`src/common/ifs_ctrl_pkg.sv`:
```
// Control-side definitions for the instruction fetch stage
// Widths, fixed debug addresses, PC select and prefetch state encodings
package ifs_ctrl_pkg;

  //////////////////////////////////////////////////////////////////////
  // Widths and sizes
  //////////////////////////////////////////////////////////////////////

  // Address and instruction width
  localparam int unsigned addr_w = 32;

  // Fetch FIFO entries and derived counter widths
  localparam int unsigned fifo_depth = 2;
  localparam int unsigned cnt_w      = $clog2(fifo_depth + 1);
  localparam int unsigned ptr_w      = $clog2(fifo_depth);

  //////////////////////////////////////////////////////////////////////
  // Fixed addresses
  //////////////////////////////////////////////////////////////////////

  // Low byte of the reset vector, above the 256 byte aligned boot base
  localparam logic [7:0] boot_offset = 8'h80;

  // Debug module entry points
  localparam logic [addr_w-1:0] dm_halt_addr = 32'h1A11_0800;
  localparam logic [addr_w-1:0] dm_exc_addr  = 32'h1A11_0808;

  //////////////////////////////////////////////////////////////////////
  // Encodings
  //////////////////////////////////////////////////////////////////////

  // Source of the next PC on a PC set
  typedef enum logic [2:0] {
    pc_boot = 3'd0,
    pc_jump = 3'd1,
    pc_exc  = 3'd2,
    pc_eret = 3'd3,
    pc_dret = 3'd4
  } pc_sel_e;

  // Target when the PC source is an exception
  typedef enum logic [1:0] {
    exc_pc_exc      = 2'd0,
    exc_pc_irq      = 2'd1,
    exc_pc_dbg_halt = 2'd2,
    exc_pc_dbg_exc  = 2'd3
  } exc_pc_sel_e;

  // Prefetch sequencing, one read in flight at most
  typedef enum logic [1:0] {
    fetch_idle = 2'd0,
    fetch_req  = 2'd1,
    fetch_wait = 2'd2
  } fetch_state_e;

endpackage

```
`src/common/ifs_data_pkg.sv`:
```
// Data-side types for the instruction fetch stage
// Bus read request, fetched FIFO entry and the decode-stage view
package ifs_data_pkg;

  // Read request on the instruction bus
  typedef struct packed {
    logic                                 req;
    logic [ifs_ctrl_pkg::addr_w-1:0]      addr;
  } bus_req_t;

  // One fetched word as it sits in the FIFO
  typedef struct packed {
    logic [ifs_ctrl_pkg::addr_w-1:0]      rdata;
    logic [ifs_ctrl_pkg::addr_w-1:0]      addr;
    // Bus error reported with the response
    logic                                 err;
  } fetch_entry_t;

  // Contents of the IF-ID register
  typedef struct packed {
    logic [ifs_ctrl_pkg::addr_w-1:0]      instr;
    logic [ifs_ctrl_pkg::addr_w-1:0]      pc;
    logic                                 fetch_err;
  } id_out_t;

endpackage

```
`src/fetch/fetch_addr_cnt.sv`:
```
// Fetch address counter
// Next word address to read, loaded on a branch, stepped per granted read
module fetch_addr_cnt (
  input  logic                              clk_i,
  input  logic                              rst_ni,
  input  logic                              load_i,
  input  logic [ifs_ctrl_pkg::addr_w-1:0]   target_i,
  input  logic                              step_i,
  output logic [ifs_ctrl_pkg::addr_w-1:0]   addr_o
);

  logic [ifs_ctrl_pkg::addr_w-1:0] addr_q, addr_d;

  // Load wins over step, reads are always word aligned
  always_comb begin
    addr_d = addr_q;
    if (load_i) begin
      addr_d = {target_i[ifs_ctrl_pkg::addr_w-1:2], 2'b00};
    end else if (step_i) begin
      addr_d = addr_q + ifs_ctrl_pkg::addr_w'(4);
    end
  end

  always_ff @(posedge clk_i or negedge rst_ni) begin
    if (!rst_ni) begin
      addr_q <= '0;
    end else begin
      addr_q <= addr_d;
    end
  end

  assign addr_o = addr_q;

endmodule

```
`src/fetch/fetch_fifo.sv`:
```
// Fetch FIFO
// In-order queue of fetched words with address and error, flushed on branch
module fetch_fifo (
  input  logic                              clk_i,
  input  logic                              rst_ni,
  input  logic                              flush_i,
  input  logic                              push_i,
  input  ifs_data_pkg::fetch_entry_t        push_data_i,
  input  logic                              ready_i,
  output logic                              valid_o,
  output ifs_data_pkg::fetch_entry_t        data_o,
  output logic [ifs_ctrl_pkg::cnt_w-1:0]    count_o
);

  ifs_data_pkg::fetch_entry_t       mem_q [ifs_ctrl_pkg::fifo_depth];
  logic [ifs_ctrl_pkg::ptr_w-1:0]   wr_ptr_q, rd_ptr_q;
  logic [ifs_ctrl_pkg::cnt_w-1:0]   count_q;
  logic                             pop;

  assign pop = valid_o & ready_i;

  //////////////////////////////////////////////////////////////////////
  // Pointers and fill level
  //////////////////////////////////////////////////////////////////////

  always_ff @(posedge clk_i or negedge rst_ni) begin
    if (!rst_ni) begin
      wr_ptr_q <= '0;
      rd_ptr_q <= '0;
      count_q  <= '0;
    end else if (flush_i) begin
      // Branch drops everything queued, including a same-cycle push
      wr_ptr_q <= '0;
      rd_ptr_q <= '0;
      count_q  <= '0;
    end else begin
      if (push_i) begin
        wr_ptr_q <= wr_ptr_q + 1'b1;
      end
      if (pop) begin
        rd_ptr_q <= rd_ptr_q + 1'b1;
      end
      // Push and pop together leave the level unchanged
      count_q <= count_q + ifs_ctrl_pkg::cnt_w'(push_i) - ifs_ctrl_pkg::cnt_w'(pop);
    end
  end

  //////////////////////////////////////////////////////////////////////
  // Storage
  //////////////////////////////////////////////////////////////////////

  always_ff @(posedge clk_i) begin
    if (push_i && !flush_i) begin
      mem_q[wr_ptr_q] <= push_data_i;
    end
  end

  // Head of queue, visible the cycle after its push
  assign valid_o = (count_q != '0);
  assign data_o  = mem_q[rd_ptr_q];
  assign count_o = count_q;

endmodule

```
`src/fetch/fetch_fsm.sv`:
```
// Prefetch state machine
// Issues bus reads, tracks the outstanding address and drops stale responses
module fetch_fsm (
  input  logic                              clk_i,
  input  logic                              rst_ni,
  input  logic                              req_i,
  input  logic                              pc_set_i,
  input  logic [ifs_ctrl_pkg::addr_w-1:0]   addr_i,
  input  logic                              gnt_i,
  input  logic                              rvalid_i,
  input  logic [ifs_ctrl_pkg::addr_w-1:0]   rdata_i,
  input  logic                              bus_err_i,
  input  logic [ifs_ctrl_pkg::cnt_w-1:0]    fifo_count_i,
  output ifs_data_pkg::bus_req_t            bus_o,
  output logic                              step_o,
  output logic                              push_o,
  output ifs_data_pkg::fetch_entry_t        push_data_o,
  output logic                              flush_o,
  output logic                              busy_o
);

  ifs_ctrl_pkg::fetch_state_e      state_q, state_d;
  logic                            discard_q, discard_d;
  logic [ifs_ctrl_pkg::addr_w-1:0] rd_addr_q;
  logic                            in_req, resp;
  logic                            room_idle, room_resp;

  assign in_req = (state_q == ifs_ctrl_pkg::fetch_req);
  assign resp   = (state_q == ifs_ctrl_pkg::fetch_wait) & rvalid_i;

  // A branch empties the FIFO, so there is always room after it
  assign room_idle = pc_set_i | (fifo_count_i < ifs_ctrl_pkg::fifo_depth);
  // Count the word being pushed now, pops only show up a cycle later
  assign room_resp = pc_set_i | ((fifo_count_i + push_o) < ifs_ctrl_pkg::fifo_depth);

  always_comb begin
    state_d   = state_q;
    discard_d = discard_q;
    unique case (state_q)
      ifs_ctrl_pkg::fetch_idle: begin
        if (req_i && room_idle) begin
          state_d = ifs_ctrl_pkg::fetch_req;
        end
      end
      // Request stays up until granted, whatever req_i does
      ifs_ctrl_pkg::fetch_req: begin
        if (gnt_i) begin
          state_d = ifs_ctrl_pkg::fetch_wait;
        end
      end
      ifs_ctrl_pkg::fetch_wait: begin
        if (rvalid_i) begin
          state_d = (req_i && room_resp) ? ifs_ctrl_pkg::fetch_req : ifs_ctrl_pkg::fetch_idle;
        end
      end
      default: state_d = ifs_ctrl_pkg::fetch_idle;
    endcase
    // Response ends the read, otherwise a branch poisons it
    if (resp) begin
      discard_d = 1'b0;
    end else if (pc_set_i && (state_q != ifs_ctrl_pkg::fetch_idle)) begin
      discard_d = 1'b1;
    end
  end

  always_ff @(posedge clk_i or negedge rst_ni) begin
    if (!rst_ni) begin
      state_q   <= ifs_ctrl_pkg::fetch_idle;
      discard_q <= 1'b0;
      rd_addr_q <= '0;
    end else begin
      state_q   <= state_d;
      discard_q <= discard_d;
      // Track the counter while requesting, freeze once poisoned or granted
      if (in_req && !discard_q) begin
        rd_addr_q <= addr_i;
      end
    end
  end

  // Bus address stays on the old path until the poisoned read is granted
  assign bus_o.req  = in_req;
  assign bus_o.addr = (in_req && !discard_q) ? addr_i : rd_addr_q;

  // Counter moves on only for reads of the current path
  assign step_o = in_req & gnt_i & ~discard_q;

  assign push_o            = resp & ~discard_q;
  assign push_data_o.rdata = rdata_i;
  assign push_data_o.addr  = rd_addr_q;
  assign push_data_o.err   = bus_err_i;

  assign flush_o = pc_set_i;
  assign busy_o  = (state_q != ifs_ctrl_pkg::fetch_idle);

endmodule

```
`src/logic/if_id_reg.sv`:
```
// IF-ID pipeline register
// Valid, new and clear control plus the held instruction, PC and error
module if_id_reg (
  input  logic                              clk_i,
  input  logic                              rst_ni,
  input  logic                              valid_i,
  input  ifs_data_pkg::fetch_entry_t        data_i,
  input  logic                              id_in_ready_i,
  input  logic                              pc_set_i,
  input  logic                              instr_valid_clear_i,
  output logic                              ready_o,
  output logic                              instr_valid_id_o,
  output logic                              instr_new_id_o,
  output ifs_data_pkg::id_out_t             id_o
);

  logic valid_q, valid_d;
  logic new_q;
  logic accept;

  // Frozen while decode stalls, the FIFO holds its head meanwhile
  assign ready_o = id_in_ready_i;
  assign accept  = valid_i & id_in_ready_i;

  // Entry arriving with a branch is squashed
  // Valid then stays until decode clears it
  assign valid_d = (accept & ~pc_set_i) | (valid_q & ~instr_valid_clear_i);

  always_ff @(posedge clk_i or negedge rst_ni) begin
    if (!rst_ni) begin
      valid_q <= 1'b0;
      new_q   <= 1'b0;
    end else begin
      valid_q <= valid_d;
      // One cycle marker for each accepted entry
      new_q   <= accept;
    end
  end

  always_ff @(posedge clk_i) begin
    if (accept) begin
      id_o.instr     <= data_i.rdata;
      id_o.pc        <= data_i.addr;
      id_o.fetch_err <= data_i.err;
    end
  end

  assign instr_valid_id_o = valid_q;
  assign instr_new_id_o   = new_q;

endmodule

```
`src/logic/if_stage_top.sv`:
```
// Instruction fetch stage top level
// Next-PC selection, prefetch engine and IF-ID register
module if_stage_top (
  input  logic                              clk_i,
  input  logic                              rst_ni,
  input  logic                              req_i,
  input  logic [ifs_ctrl_pkg::addr_w-1:0]   boot_addr_i,
  input  logic                              pc_set_i,
  input  ifs_ctrl_pkg::pc_sel_e             pc_mux_i,
  input  ifs_ctrl_pkg::exc_pc_sel_e         exc_pc_mux_i,
  input  logic [4:0]                        irq_id_i,
  input  logic [ifs_ctrl_pkg::addr_w-1:0]   branch_target_i,
  input  logic [ifs_ctrl_pkg::addr_w-1:0]   csr_mepc_i,
  input  logic [ifs_ctrl_pkg::addr_w-1:0]   csr_depc_i,
  input  logic [ifs_ctrl_pkg::addr_w-1:0]   csr_mtvec_i,
  // Instruction bus
  output logic                              instr_req_o,
  output logic [ifs_ctrl_pkg::addr_w-1:0]   instr_addr_o,
  input  logic                              instr_gnt_i,
  input  logic                              instr_rvalid_i,
  input  logic [ifs_ctrl_pkg::addr_w-1:0]   instr_rdata_i,
  input  logic                              instr_bus_err_i,
  // Decode stage side
  input  logic                              id_in_ready_i,
  input  logic                              instr_valid_clear_i,
  output logic                              instr_valid_id_o,
  output logic                              instr_new_id_o,
  output logic [ifs_ctrl_pkg::addr_w-1:0]   instr_rdata_id_o,
  output logic [ifs_ctrl_pkg::addr_w-1:0]   pc_id_o,
  output logic                              instr_fetch_err_o,
  output logic                              csr_mtvec_init_o,
  output logic                              if_busy_o
);

  logic [ifs_ctrl_pkg::addr_w-1:0] target_addr, fetch_addr;
  logic [ifs_ctrl_pkg::cnt_w-1:0]  fifo_count;
  logic                            step, push, flush, fifo_valid, fifo_ready;
  ifs_data_pkg::bus_req_t          bus_req;
  ifs_data_pkg::fetch_entry_t      push_data, fifo_data;
  ifs_data_pkg::id_out_t           id_out;

  pc_target_mux u_pc_target_mux (
    .pc_mux_i         (pc_mux_i),
    .exc_pc_mux_i     (exc_pc_mux_i),
    .irq_id_i         (irq_id_i),
    .pc_set_i         (pc_set_i),
    .boot_addr_i      (boot_addr_i),
    .branch_target_i  (branch_target_i),
    .csr_mepc_i       (csr_mepc_i),
    .csr_depc_i       (csr_depc_i),
    .csr_mtvec_i      (csr_mtvec_i),
    .target_addr_o    (target_addr),
    .csr_mtvec_init_o (csr_mtvec_init_o)
  );

  fetch_addr_cnt u_fetch_addr_cnt (
    .clk_i    (clk_i),
    .rst_ni   (rst_ni),
    .load_i   (pc_set_i),
    .target_i (target_addr),
    .step_i   (step),
    .addr_o   (fetch_addr)
  );

  fetch_fsm u_fetch_fsm (
    .clk_i        (clk_i),
    .rst_ni       (rst_ni),
    .req_i        (req_i),
    .pc_set_i     (pc_set_i),
    .addr_i       (fetch_addr),
    .gnt_i        (instr_gnt_i),
    .rvalid_i     (instr_rvalid_i),
    .rdata_i      (instr_rdata_i),
    .bus_err_i    (instr_bus_err_i),
    .fifo_count_i (fifo_count),
    .bus_o        (bus_req),
    .step_o       (step),
    .push_o       (push),
    .push_data_o  (push_data),
    .flush_o      (flush),
    .busy_o       (if_busy_o)
  );

  fetch_fifo u_fetch_fifo (
    .clk_i       (clk_i),
    .rst_ni      (rst_ni),
    .flush_i     (flush),
    .push_i      (push),
    .push_data_i (push_data),
    .ready_i     (fifo_ready),
    .valid_o     (fifo_valid),
    .data_o      (fifo_data),
    .count_o     (fifo_count)
  );

  if_id_reg u_if_id_reg (
    .clk_i               (clk_i),
    .rst_ni              (rst_ni),
    .valid_i             (fifo_valid),
    .data_i              (fifo_data),
    .id_in_ready_i       (id_in_ready_i),
    .pc_set_i            (pc_set_i),
    .instr_valid_clear_i (instr_valid_clear_i),
    .ready_o             (fifo_ready),
    .instr_valid_id_o    (instr_valid_id_o),
    .instr_new_id_o      (instr_new_id_o),
    .id_o                (id_out)
  );

  // Unbundle for the bus and decode ports
  assign instr_req_o       = bus_req.req;
  assign instr_addr_o      = bus_req.addr;
  assign instr_rdata_id_o  = id_out.instr;
  assign pc_id_o           = id_out.pc;
  assign instr_fetch_err_o = id_out.fetch_err;

endmodule

```
`src/logic/pc_target_mux.sv`:
```
// Next-PC selection
// Exception and interrupt vector, return addresses, boot vector, mtvec init
module pc_target_mux (
  input  ifs_ctrl_pkg::pc_sel_e             pc_mux_i,
  input  ifs_ctrl_pkg::exc_pc_sel_e         exc_pc_mux_i,
  input  logic [4:0]                        irq_id_i,
  input  logic                              pc_set_i,
  input  logic [ifs_ctrl_pkg::addr_w-1:0]   boot_addr_i,
  input  logic [ifs_ctrl_pkg::addr_w-1:0]   branch_target_i,
  input  logic [ifs_ctrl_pkg::addr_w-1:0]   csr_mepc_i,
  input  logic [ifs_ctrl_pkg::addr_w-1:0]   csr_depc_i,
  input  logic [ifs_ctrl_pkg::addr_w-1:0]   csr_mtvec_i,
  output logic [ifs_ctrl_pkg::addr_w-1:0]   target_addr_o,
  output logic                              csr_mtvec_init_o
);

  logic [ifs_ctrl_pkg::addr_w-1:0] exc_pc;

  // Vectored mode, each interrupt line gets one word above the base
  always_comb begin
    unique case (exc_pc_mux_i)
      ifs_ctrl_pkg::exc_pc_exc:      exc_pc = {csr_mtvec_i[31:8], 8'h00};
      ifs_ctrl_pkg::exc_pc_irq:      exc_pc = {csr_mtvec_i[31:8], 1'b0, irq_id_i, 2'b00};
      ifs_ctrl_pkg::exc_pc_dbg_halt: exc_pc = ifs_ctrl_pkg::dm_halt_addr;
      ifs_ctrl_pkg::exc_pc_dbg_exc:  exc_pc = ifs_ctrl_pkg::dm_exc_addr;
      default:                       exc_pc = {csr_mtvec_i[31:8], 8'h00};
    endcase
  end

  always_comb begin
    unique case (pc_mux_i)
      ifs_ctrl_pkg::pc_boot: target_addr_o = {boot_addr_i[31:8], ifs_ctrl_pkg::boot_offset};
      ifs_ctrl_pkg::pc_jump: target_addr_o = branch_target_i;
      ifs_ctrl_pkg::pc_exc:  target_addr_o = exc_pc;
      // Back from a trap or from debug mode
      ifs_ctrl_pkg::pc_eret: target_addr_o = csr_mepc_i;
      ifs_ctrl_pkg::pc_dret: target_addr_o = csr_depc_i;
      default:               target_addr_o = {boot_addr_i[31:8], ifs_ctrl_pkg::boot_offset};
    endcase
  end

  // CSR file loads mtvec from the boot base on the boot jump
  assign csr_mtvec_init_o = pc_set_i & (pc_mux_i == ifs_ctrl_pkg::pc_boot);

endmodule

```
`config.mk`:
```
export PLATFORM = sky130hd
export DESIGN_NAME = if_stage_top
export DESIGN_NICKNAME = d
export VERILOG_FILES = /design/src/common/ifs_ctrl_pkg.sv /design/src/common/ifs_data_pkg.sv /design/src/fetch/fetch_addr_cnt.sv /design/src/fetch/fetch_fifo.sv /design/src/fetch/fetch_fsm.sv /design/src/logic/if_id_reg.sv /design/src/logic/if_stage_top.sv /design/src/logic/pc_target_mux.sv
export SDC_FILE = /design/constraint.sdc
export NUM_CORES = 1
export LEC_CHECK = 0
export BUFFER_PORTS_ARGS = -buffer_cell sky130_fd_sc_hd__buf_4
export CELL_PAD_IN_SITES_DETAIL_PLACEMENT = 0
export CELL_PAD_IN_SITES_GLOBAL_PLACEMENT = 2
export CORE_UTILIZATION = 35
export DETAILED_ROUTE_END_ITERATION = 12
export HOLD_SLACK_MARGIN = 0.08
export PLACE_DENSITY_LB_ADDON = 0.1
export SETUP_SLACK_MARGIN = 0.2
export SLEW_MARGIN = 10
export SYNTH_ARGS = -nofsm -noshare
export SYNTH_HDL_FRONTEND = slang
export SYNTH_SLANG_ARGS = --single-unit
```
`constraint.sdc`:
```
create_clock -name clk_i -period 8.1 [get_ports clk_i]
set_clock_uncertainty 0.05 [all_clocks]
set_input_delay 1.215 -clock clk_i [delete_from_list [all_inputs] [get_ports clk_i]]
set_output_delay 1.215 -clock clk_i [all_outputs]
set_load 0.02 [all_outputs]
```
== Yosys cells after proc, flatten, opt, wreduce, memory -nomap -nowiden ==
Memory sizes are Yosys's and may differ from the RTL's. A register that Yosys moved wholly into a read port is not among the register bits.
Index checks and enable logic that the tools add are counted.

* Logic and storage cells: 80
* Output and inout port bits: 102
* Flip-flop bits (word level): 73
* Memories kept: 1
* RAM bits: 130

{| class="wikitable"
|+ Memories
! name !! words !! width !! rd ports !! clocked after memory_dff !! wr ports !! RTL line !! source
|-
| u_fetch_fifo.mem_q || 2 || 65 || 1 || 1 || 1 || fetch_fifo.sv:15 || <nowiki>ifs_data_pkg::fetch_entry_t mem_q [ifs_ctrl_pkg::fifo_depth];</nowiki>
|}

* Bitwise logic cells: 14
* Order comparisons: 2
* Eq/ne operators: 12
* Multiplexer cells: 19
* Reduce and logical (&&, ||, !) cells: 17
* Add/subtract/negate cells: 6

{| class="wikitable"
|+ Operators by type and width
! cell !! number
|-
| 32-bit one-hot mux with 4 select lines || 2
|-
| 32-bit 2-to-1 mux || 3
|-
| 32-bit by 3-bit adder with 32-bit output (second input constant) || 1
|-
| 32-bit by 2-bit less-than comparator with 1-bit output (second input constant) || 1
|-
| 2-bit nonzero test || 6
|-
| 1-bit 2-to-1 mux || 9
|-
| 1-bit AND || 8
|-
| 2-bit 2-to-1 mux || 4
|-
| 2-bit equality test (second input constant) || 3
|-
| 3-bit by 2-bit equality test with 1-bit output (second input constant) || 2
|-
| 2-bit one-hot mux with 3 select lines || 1
|-
| 1-bit logical AND || 5
|-
| 2-bit by 1-bit equality test with 1-bit output (second input constant) || 2
|-
| 2-bit logical NOT || 2
|-
| 2-bit inequality test (second input constant) || 2
|-
| 2-bit by 1-bit adder with 3-bit output || 1
|-
| 3-bit by 1-bit equality test with 1-bit output (second input constant) || 1
|-
| 3-bit equality test (second input constant) || 1
|-
| 3-bit logical NOT || 1
|-
| 1-bit inverter || 3
|-
| 1-bit bitwise OR || 3
|-
| 3-bit AND reduction || 1
|-
| 1-bit adder (second input constant) || 2
|-
| 2-bit by 1-bit adder with 2-bit output || 1
|-
| other kinds (4) || 5
|}

== Longest topological paths before layout ==
Gate-level depths: netlist (run 1).

* Depth in word-level cells: 10
* Mapped depth: 8
* Depth with buffers taken out: 8

== Modules after synthesis ==
Synthesis (run 1) repeated with hierarchy kept, for this count alone.

* Cells, all modules: 808
* Area, all modules: 11982.7 sq um

{| class="wikitable"
|+ Modules (own cells, without submodules)
! module !! area an instance (sq um) !! instances !! cells each
|-
| fetch_fifo || 4921.0 || 1 || 222
|-
| if_id_reg || 2033.2 || 1 || 72
|-
| fetch_fsm || 1794.2 || 1 || 121
|-
| fetch_addr_cnt || 1729.2 || 1 || 192
|-
| pc_target_mux || 1505.2 || 1 || 201
|}

== Worst setup path after synthesis (run 1) ==
OpenSTA, ideal clock, no wires.

* Kind: input-to-reg
* Start point: input port instr_rvalid_i
* End point: memory u_fetch_fifo.mem_q[0][0] in the netlist's numbering, enable pin
* Slack: 1.234 ns
* Stages on the path: 3
* Setup time: 0.568 ns
* Data required time: 7.482 ns
* Arrival: 6.248 ns
* Path buffers: 0
* Cell sequence: nor4bb_1 > inv_1 > nor3_1

* Cells in the longest elaborated chain, start to end: 5

{| class="wikitable"
|+ RTL lines
! element !! RTL line !! source
|-
| start: declaration || if_stage_top.sv:20 || <nowiki>input logic instr_rvalid_i,</nowiki>
|-
| 1-bit AND || fetch_fsm.sv:29 || <nowiki>assign resp = (state_q == ifs_ctrl_pkg::fetch_wait) & rvalid_i;</nowiki>
|-
| 1-bit AND || fetch_fsm.sv:88 || <nowiki>assign push_o = resp & ~discard_q;</nowiki>
|-
| 1-bit logical AND || fetch_fifo.sv:53 || <nowiki>if (push_i && !flush_i) begin</nowiki>
|-
| 1-bit 2-to-1 mux || fetch_fifo.sv:53 ||
|-
| 1-bit 2-to-1 mux (not written as such) || fetch_fifo.sv:54 || <nowiki>mem_q[wr_ptr_q] <= push_data_i;</nowiki>
|-
| end: declaration || fetch_fifo.sv:15 ||
|}

Every way passes these cells.

== Worst setup path in the final report (run 1) ==
* Start point: input port pc_mux_i[2]
* End point: output port csr_mtvec_init_o

* Cells in the longest elaborated chain, start to end: 2

{| class="wikitable"
|+ RTL lines
! element !! RTL line !! source
|-
| start: declaration || if_stage_top.sv:9 || <nowiki>input ifs_ctrl_pkg::pc_sel_e pc_mux_i,</nowiki>
|-
| 3-bit logical NOT || pc_target_mux.sv:43 || <nowiki>assign csr_mtvec_init_o = pc_set_i & (pc_mux_i == ifs_ctrl_pkg::pc_boot);</nowiki>
|-
| 1-bit AND || pc_target_mux.sv:43 ||
|-
| end: declaration || if_stage_top.sv:31 || <nowiki>output logic csr_mtvec_init_o,</nowiki>
|}

Every way passes these cells.

==> impl_metrics.toml, run 1 <==
[layout]
diodes = 0
final_common_cell = "buf_4"
most-common-layout-cells = "295 x buf_4, 195 x edfxtp_1, 98 x mux2_2, 70 x dfrtp_1, 43 x a21oi_1"
final_layout_size_suffix_gt1_frac = 0.418
area_growth_pct = 29.9
nNetsFinal = 1265
finalNonFillerCells = 1473

[setup_path]
r2r_start = "u_fetch_fsm.state_q[1]$_DFFE_PN0P_"
crit_path_top_delay_cell = "clkinv_1"
cp_common_cell = "buf_4"
cp-startpoint = "pc_mux_i[2]"
path_buf_inv = 3
cp-start-kind = "input port"
r2r_setup_slack_ns = 5.21
r2r_cells = 5
cpPeakStageDelay_ns = 0.69
critical_path_arrival_ns = 2.94
crit_type = "in2out"
worst_ep_required_time_ns = 6.84
path_cells = "buf_4 -> clkinv_1 -> and3_1 -> buf_4"
crit_cells = 4
cp-end-kind = "output pin"
worstPathMaxFanout = 53
critPathTopFamily = "buffers and inverters"

[drt]
drt_wl_total_mm = 29.8
firstDrtPassIters = 4
num_vias = 7482
avgViaCountPerCell = 5.08
ant_nets = 0
wl_per_cell_um = 20.2
drc = 0
drt_iter0_markers = 328

[hold_path]
hp-start = "u_fetch_fsm.rd_addr_q[0]$_DFF_PN0_"
min_path_type = "reg2reg"
min_path_cells = 0

[grt]
grt_max_degree = 72
antenna_found_initial = 0
first_global_vias = 7727
track_usage = 0.181
grt_overflow = 0
grt_pass1_wl_mm = 45.9

[cts]
cts_sinks = 266
postCtsHoldBufs = 0
clockBufferDepth = 3
post-cts-setup-buffers = 0
clk_pin_slew_worst_paths_ns = 0.06
cts_buffers = 26
cts_tree = "built"
root_buffer = "clkbuf_16"
htree_levels = 1
cts_resized = 0
worst_skew_pair.late_latency_ns = 0.51

[synthesis]
ys_seq_area_frac = 0.676
netlist_instances = 772
ys_ff_latch = 266
synthArstFlopShare = 0.267
syn_area_sq_um = 11300
synth_cell_types = 53
ys_top_cells_by_area = "edfxtp_1 52%, dfrtp_1 16%, mux2_2 9.8%"
syn_avg_cell_area_sq_um = 14.6
yosysTopAreaCellShare = 0.518
yosysWarnings = 0
synth_nets = 986
synthFlopType = "edfxtp_1"
synth_edf_count = 195
yosys.area.top_type = "edfxtp_1"

[run_status]
status = "completed"

[power]
seqPwrFrac = 0.462
comb_power_share = 0.269
max-vdd-ir-drop_v = 0.000159
cellPowerDensity_nw_per_um2 = 289
leakagePower_uw = 0.00554
p_clk_frac = 0.270
p_int_uw = 2960
switchingPower_uw = 1280
swShare = 0.301

[timing]
setup_violations = 0
worstMarginPinSlew_ns = 1.05
finalHoldViolCount = 0
post-route-min-period_ns = 4.20
post-route-period-util = 0.519
setup-tns-final_ns = 0
fin_ws_ns = 3.90
rsz0062_at_grt = "no"
slew_violations = 0
slew_headroom = 0.291
fmax_mhz = 238

[floorplanning]
ios = 313
floorplan.initialDensity = 0.357
rows = 65
dieArea_sq_um = 33000
coreArea_sq_um = 31600
die_w_um = 182
die_y_um = 182

[flow_run]
drv_cap = 0

[placement]
pre_cts_ws_ns = 3.88
placed_cells = 1425
gp_congestion = 0.773
dp_hpwl_mm = 20.5
place.port_buffers = 290
state kept, by name (all words and copies together), names as in the netlist:
name	count
u_fetch_addr_cnt.addr_o	30
u_fetch_fifo.mem_q	130
u_if_id_reg.instr_valid_id_o	1
u_fetch_fsm.rd_addr_q	32
u_if_id_reg.instr_new_id_o	1
u_fetch_fifo.rd_ptr_q	1
u_fetch_fifo.count_o	2
u_fetch_fifo.wr_ptr_q	1
u_if_id_reg.id_o	65
u_fetch_fsm.state_q	2
u_fetch_fsm.discard_q	1
path summary, 6_finish.rpt:
check	to
worst max-delay path	csr_mtvec_init_o
worst min-delay path	u_fetch_fifo.mem_q[1][1]$_DFFE_PP_
worst max register to register	u_fetch_addr_cnt.addr_o[25]$_DFFE_PN0N_
worst min register to register	u_fetch_fifo.mem_q[1][1]$_DFFE_PP_
max in group asynchronous	u_fetch_fifo.rd_ptr_q$_DFFE_PN0P_
min in group asynchronous	u_if_id_reg.instr_new_id_o$_DFF_PN0_
synthesized netlist by cell type (all sizes together), types with 4 or more instances:
library cell / n
inv: 15
o22a: 4
nand2b: 6
a22oi: 21
clkbuf: 35
o221ai: 4
nor2: 32
nand4: 12
xnor2: 27
a311oi: 6
and4: 5
mux2i: 19
a21oi: 43
a221oi: 16
nor3: 16
nor2b: 14
o21ai: 28
mux2: 98
dfrtp: 71
edfxtp: 195
o22ai: 14
a211oi: 4
buf: 9
nand3: 15
xor2: 5
and3: 4
nor3b: 4
nor4: 9
nand2: 13
worst reg2reg max path, delay by kind of cell (launching register included):
family	cells	cell delay, ns
XOR/XNOR	1	0.13
AND/OR/NAND/NOR	3	1.96
flip-flops	1	0.45
AO/OA/AOI/OAI	1	0.19
layout make-up:
type                       instances  area, sq um
timing repair buffer             295         2210
multi-input combinational        446         3450
clock buffer                      38          737
fill                            2929        17000
tap                              402          503
clock inverter                    10         77.6
sequential                       266         7640
inverter                          16         61.3
power by group through the flow:
| stage | logic (uW) | clock network (uW) | registers [uW] |
|---|---|---|---|
| 2_1_floorplan | 607 | 0 | 1990 |
| 3_3_place_gp | 1160 | 0 | 1980 |
| 3_5_place_dp | 1160 | 0 | 1990 |
| 4_1_cts | 1170 | 1180 | 1960 |
| 5_1_grt | 1220 | 1240 | 1990 |
| 6_report | 1140 | 1140 | 1960 |
cell families (layout without fill, tap and decap cells):
logic type      after synthesis  in the layout  synth area share
compound gates              153            153            0.0893
xor+xnor                     32             32            0.0248
fa+ha+maj                     3              3           0.00332
buf+inv                      60            359            0.0214
flops                       266            266             0.676
mux                         117            117             0.115
simple gates                141            141            0.0709
through the flow:
step | total power (uW) | hold WS (ns) | utilization | cell area, sq um
2_1_floorplan | 2600 | 0.384 | - | 11300
3_3_place_gp | 3140 | 0.394 | 0.438 | 13900
3_5_place_dp | 3150 | 0.403 | 0.438 | 13900
4_1_cts | 4310 | 0.413 | 0.464 | 14700
5_1_grt | 4450 | 0.428 | 0.464 | 14700
6_report | 4240 | 0.414 | 0.464 | 14700
per-layer routing:
| layer | part of all wire | up-vias | global-route usage |
|---|---|---|---|
| met5 | 0 | - | 0 |
| met4 | 0.015 | 0 | 0.0393 |
| met3 | 0.073 | 31 | 0.0445 |
| met2 | 0.47 | 273 | 0.298 |
| met1 | 0.44 | 3634 | 0.241 |
| li1 | - | 3544 | - |
No activity file was read; power rests on OpenSTA's default activity.
==> inputs of run 2 (changes only) <==
--- a/config.mk
+++ b/config.mk
@@ -5,10 +5,11 @@
 export SDC_FILE = /design/constraint.sdc
 export NUM_CORES = 1
 export LEC_CHECK = 0
+export ABC_AREA = 1
 export BUFFER_PORTS_ARGS = -buffer_cell sky130_fd_sc_hd__buf_4
 export CELL_PAD_IN_SITES_DETAIL_PLACEMENT = 0
 export CELL_PAD_IN_SITES_GLOBAL_PLACEMENT = 2
-export CORE_UTILIZATION = 35
+export CORE_UTILIZATION = 32
 export DETAILED_ROUTE_END_ITERATION = 12
 export HOLD_SLACK_MARGIN = 0.08
 export PLACE_DENSITY_LB_ADDON = 0.1
==> constraint.sdc (replaced) <==
create_clock -name clk_i -period 4.3 [get_ports clk_i]
set_clock_uncertainty 0.05 [all_clocks]
set_input_delay 0.645 -clock clk_i [delete_from_list [all_inputs] [get_ports clk_i]]
set_output_delay 0.645 -clock clk_i [all_outputs]
set_load 0.02 [all_outputs]
==> impl_metrics.toml, run 2 <==
[run_status]
status = "completed"

[setup_path]
critical_path_arrival_ns = 2.50
cp-start-kind = "register"
path_cells = "nor2_4 -> nand2_2 -> o21ai_0 -> buf_4"
r2r_setup_slack_ns = 1.67
path_buf_inv = 1
r2r_start = "u_fetch_fsm.state_q[1]$_DFFE_PN0P_"
crit_path_top_delay_cell = "o21ai_0"
worst_ep_required_time_ns = 3.61
critPathTopFamily = "simple AND/OR/NAND/NOR gates"
cp-end-kind = "output pin"
cpPeakStageDelay_ns = 0.63
crit_type = "reg2out"
cp-startpoint = "u_fetch_fsm.state_q[1]$_DFFE_PN0P_"
worstPathMaxFanout = 44

[layout]
final_layout_size_suffix_gt1_frac = 0.247
finalNonFillerCells = 2005
largest_register_ffs = 130
final_util = 0.423
diodes = 0
final_common_cell = "nand2_1"
most-common-layout-cells = "490 x nand2_1, 300 x buf_4, 195 x edfxtp_1, 108 x nor2_1, 75 x inv_1"
largest_registers = "u_fetch_fifo.mem_q (130), u_if_id_reg.id_o (65), u_fetch_fsm.rd_addr_q (32)"
area_growth_pct = 30.3
regMostFlops = "u_fetch_fifo.mem_q"
nNetsFinal = 1729

[placement]
pre_cts_ws_ns = 1.60
placed_cells = 1953
gp_congestion = 0.811
place.port_buffers = 290
dp_hpwl_mm = 24.4

[timing]
rsz0062_at_grt = "no"
fin_ws_ns = 1.11
fmax_mhz = 313
slew_headroom = 0.320
slew_violations = 0
worstMarginPinSlew_ns = 1.02
setup_violations = 0
hold_ws_ns = 0.205
post-route-min-period_ns = 3.19
setup-tns-final_ns = 0
post-route-period-util = 0.742
finalHoldViolCount = 0

[synthesis]
ys_top_cells_by_area = "edfxtp_1 49%, nand2_1 16%, dfrtp_1 15%"
syn_area_sq_um = 11800
synthArstFlopShare = 0.267
synth_nets = 1445
synth_common_cells = "490 x nand2_1, 195 x edfxtp_1, 110 x nor2_1"
ys_seq_area_frac = 0.644
ys_ff_latch = 266
yosysTopAreaCellShare = 0.494
syn_avg_cell_area_sq_um = 9.62
synth_edf_count = 195
yosysWarnings = 0
yosysMostFrequentCell = "nand2_1"
yosys.area.top_type = "edfxtp_1"
netlist_instances = 1231
synth_cell_types = 41
synthFlopType = "edfxtp_1"

[grt]
grt_overflow = 0
antenna_found_initial = 0
grt_max_degree = 72
first_global_vias = 9119
use_met2 = 0.296
gr-usage-met3 = 0.0316
grt_pass1_wl_mm = 51.8
grt-busiest-layer = "met2"
met1_usage = 0.236
track_usage = 0.175

[drt]
drc = 0
avgViaCountPerCell = 4.53
drt_iter0_markers = 380
firstDrtPassIters = 5
num_vias = 9077
wl_per_cell_um = 16.7
drt_wl_total_mm = 33.5
ant_nets = 0

[cts]
cts_resized = 0
cts_tree = "built"
root_buffer = "clkbuf_16"
post-cts-setup-buffers = 0
postCtsHoldBufs = 0
worst_skew_pair.late_latency_ns = 0.56
cts_buffers = 28
cts_sinks = 266
htree_levels = 1
clockBufferDepth = 3
clk_pin_slew_worst_paths_ns = 0.06

[power]
max-vdd-ir-drop_v = 0.000349
leakagePower_uw = 0.00676
cellPowerDensity_nw_per_um2 = 495

[floorplanning]
die_y_um = 194
ios = 313
die_w_um = 194
rows = 70
floorplan.initialDensity = 0.324
dieArea_sq_um = 37800
coreArea_sq_um = 36500

[flow_run]
drv_cap = 0

[hold_path]
min_path_type = "in2async"
## run 2: cell types whose count changed after synthesis, moves of 22 or more
cell | before | now
xnor2_1 | 27 | 1
mux2_2 | 98 | 0
o21ai_0 | 28 | 50
inv_1 | 15 | 77
nor2_1 | 32 | 110
nand2_1 | 13 | 490
nand4_1 | 10 | 32
nand3_1 | 15 | 63
## run 2: cell type report
type	instances	area (sq um)
Sequential cell	266	7630
Clock inverter	13	198
Inverter	85	333
Timing Repair Buffer	301	2270
Tap cell	468	586
Fill cell	3623	21100
Multi-Input combinational cell	833	3640
Clock buffer	39	772
## run 2: power by group
group / internal, uW / switching [uW] / leakage, uW / total, uW
logic: 641 / 1160 / 0.00365 / 1800
registers: 3150 / 201 / 0.00264 / 3350
clock network: 1500 / 990 / 0.000469 / 2490
## run 2: cell families after synthesis
| kind of cell | after synthesis | share of synthesized area |
|---|---|---|
| adder cells (fa/ha/maj) | 3 | 0.00317 |
| XOR/XNOR | 2 | 0.00148 |
| buffers and inverters | 132 | 0.0492 |
| flip-flops | 266 | 0.644 |
| AND/OR/NAND/NOR | 720 | 0.253 |
| AO/OA/AOI/OAI | 108 | 0.0487 |
## run 2: final timing paths
kind / end / cells after the start
min in group clk_i: u_fetch_fifo.mem_q[1][60]$_DFFE_PP_ / 1
hold / removal: u_fetch_fsm.state_q[1]$_DFFE_PN0P_ / 1
setup / recovery: instr_addr_o[21] / 4
hold reg to reg: u_fetch_fifo.mem_q[0][27]$_DFFE_PP_ / 0
max in group asynchronous: u_fetch_fifo.rd_ptr_q$_DFFE_PN0P_ / 1
setup reg to reg: u_fetch_addr_cnt.addr_o[7]$_DFFE_PN0N_ / 8
## run 2: through the flow
stage	cell area (sq um)	total power [uW]
2_1_floorplan	11800	4370
3_3_place_gp	14500	5220
3_5_place_dp	14500	5240
4_1_cts	15400	7750
5_1_grt	15400	8050
6_report	15400	7640
## run 2: per-layer routing
layer,wire (um),up-vias
met5,0,-
met4,324,0
met3,2040,22
met2,16000,275
met1,15100,4152
li1,-,4628
==> inputs of run 3 (changes only) <==
--- a/config.mk
+++ b/config.mk
@@ -5,11 +5,11 @@
 export SDC_FILE = /design/constraint.sdc
 export NUM_CORES = 1
 export LEC_CHECK = 0
-export ABC_AREA = 1
+export ABC_AREA = 0
 export BUFFER_PORTS_ARGS = -buffer_cell sky130_fd_sc_hd__buf_4
 export CELL_PAD_IN_SITES_DETAIL_PLACEMENT = 0
 export CELL_PAD_IN_SITES_GLOBAL_PLACEMENT = 2
-export CORE_UTILIZATION = 32
+export CORE_UTILIZATION = 35
 export DETAILED_ROUTE_END_ITERATION = 12
 export HOLD_SLACK_MARGIN = 0.08
 export PLACE_DENSITY_LB_ADDON = 0.1
==> constraint.sdc (replaced) <==
create_clock -name clk_i -period 3.25 [get_ports clk_i]
set_clock_uncertainty 0.05 [all_clocks]
set_input_delay 0.4875 -clock clk_i [delete_from_list [all_inputs] [get_ports clk_i]]
set_output_delay 0.4875 -clock clk_i [all_outputs]
set_load 0.02 [all_outputs]
==> impl_metrics.toml, run 3 (synthesis gave the netlist of run 1 again) <==
[setup_path]
r2r_start = "u_fetch_fsm.state_q[1]$_DFFE_PN0P_"
timing.rr.end = "u_fetch_addr_cnt.addr_o[30]$_DFFE_PN0N_"
worst_ep_required_time_ns = 2.71
cp-start-kind = "register"
cp-end-kind = "output pin"
r2r_setup_slack_ns = 0.95
crit_path_top_delay_cell = "dfrtp_1"
crit_type = "reg2out"
worstPathMaxFanout = 32
critical_path_arrival_ns = 2.34
cpPeakStageDelay_ns = 0.46
cp_common_cell = "buf_4"
r2r_cells = 6
path_cells = "nand2b_1 -> nor2_4 -> buf_4 -> mux2_2 -> buf_4"

[flow_run]
drv_cap = 0

[layout]
most-common-layout-cells = "307 x buf_4, 195 x edfxtp_1, 98 x mux2_2, 70 x dfrtp_1, 43 x a21oi_1"
regMostFlops = "u_fetch_fifo.mem_q"
final_common_cell = "buf_4"
largest_registers = "u_fetch_fifo.mem_q (130), u_if_id_reg.id_o (65), u_fetch_fsm.rd_addr_q (32)"
final_layout_size_suffix_gt1_frac = 0.423
largest_register_ffs = 130
nNetsFinal = 1287
diodes = 0
area_growth_pct = 32.4

[floorplanning]
rows = 65
die_y_um = 182
die_w_um = 182
coreArea_sq_um = 31600
ios = 313
floorplan.initialDensity = 0.357
dieArea_sq_um = 33000

[cts]
clk_pin_slew_worst_paths_ns = 0.06
worst_skew_pair.late_latency_ns = 0.52
htree_levels = 1
cts_sinks = 266
postCtsHoldBufs = 4
cts_resized = 0
root_buffer = "clkbuf_16"
cts_buffers = 27
post-cts-setup-buffers = 0
clockBufferDepth = 3
cts_tree = "built"

[drt]
ant_nets = 0
drc = 0
drt_iter0_markers = 329
avgViaCountPerCell = 5.01
firstDrtPassIters = 4
drt_wl_total_mm = 30.0
num_vias = 7491
wl_per_cell_um = 20.1

[timing]
worstMarginPinSlew_ns = 0.964
fmax_mhz = 347
fin_ws_ns = 0.369
finalHoldViolCount = 0
setup_violations = 0
post-route-period-util = 0.886
slew_headroom = 0.358
rsz0062_at_grt = "no"
slew_violations = 0
setup-tns-final_ns = 0
post-route-min-period_ns = 2.88

[hold_path]
min_path_type = "in2reg"
hp-start = "instr_rdata_i[2]"
hold_end = "u_fetch_fifo.mem_q[0][35]$_DFFE_PP_"
min_path_cells = 1

[grt]
grt_pass1_wl_mm = 45.4
antenna_found_initial = 0
grt_max_degree = 67
grt_overflow = 0
track_usage = 0.179
first_global_vias = 7537

[power]
max-vdd-ir-drop_v = 0.000329
cellPowerDensity_nw_per_um2 = 721
leakagePower_uw = 0.00568

[run_status]
status = "completed"

[placement]
dp_hpwl_mm = 21.2
gp_congestion = 0.804
pre_cts_ws_ns = 0.744
place.port_buffers = 290
==> run 3: cell types whose count changed in the layout (fill, tap and decap cells not counted), sizes merged, moves of 14 or more <==
cell,delta
mux2i,+19
a22oi,+19
nand4,-20
o21ai,-24
a221oi,+16
nand3,-51
nand2,-484
mux2,+98
inv,-70
xnor2,+26
nor2b,+14
nor2,-85
==> run 3: layout make-up <==
type | count | area [sq um]
inverters | 16 | 61.3
multi-input cells | 446 | 3470
fillers | 2899 | 16700
clock inverters | 11 | 126
repair buffers | 316 | 2420
flip-flops and latches | 266 | 7640
well taps | 402 | 503
clock buffers | 38 | 737
==> run 3: worst max path at each step <==
stage,startpoint,to,slack [ns],depth (start not counted)
finish,u_fetch_fsm.state_q[1]$_DFFE_PN0P_,instr_addr_o[28],0.37,5
global placement,pc_mux_i[2],u_fetch_addr_cnt.addr_o[10]$_DFFE_PN0N_,0.74,6
global route,u_fetch_fsm.state_q[1]$_DFFE_PN0P_,instr_addr_o[16],0.25,5
floorplan,id_in_ready_i,u_fetch_fifo.count_o[1]$_DFF_PN0_,0.19,8
CTS,u_fetch_fsm.state_q[1]$_DFFE_PN0P_,instr_addr_o[16],0.33,5
detailed placement,pc_mux_i[2],u_fetch_addr_cnt.addr_o[10]$_DFFE_PN0N_,0.74,6
==> run 3: power breakdown <==
group / internal [uW] / switching (uW)
Sequential: 4410 / 409
Combinational: 1360 / 1590
Clock: 1810 / 1210
Total: 7580 / 3210
==> run 3: per-stage QoR <==
stage / area [sq um] / power, uW / hold WS [ns] / cells / utilization
after floorplan: 11300 / 6490 / 0.142 / 772 / -
after CTS: 14900 / 11000 / 0.0801 / 1493 / 0.472
after global placement: 14000 / 7870 / 0.394 / 1440 / 0.444
after global routing: 15000 / 11300 / 0.0802 / 1495 / 0.473
after detailed placement: 14000 / 7900 / 0.404 / 1440 / 0.444
final: 15000 / 10800 / 0.106 / 1495 / 0.473
==> run 3: metal layers <==
layer | global-route usage | part of all wire | vias to the layer above
li1 | - | - | 3598
met1 | 0.243 | 0.45 | 3607
met2 | 0.296 | 0.48 | 260
met3 | 0.0373 | 0.063 | 26
met4 | 0.0322 | 0.010 | 0
met5 | 0 | 0 | -
==> run 3: worst max-delay path: cells and delay by family, from the launching register on <==
family	cells	cell delay (ns)
multiplexers	1	0.42
buffers and inverters	2	0.57
flip-flops	1	0.46
AND/OR/NAND/NOR	2	0.35
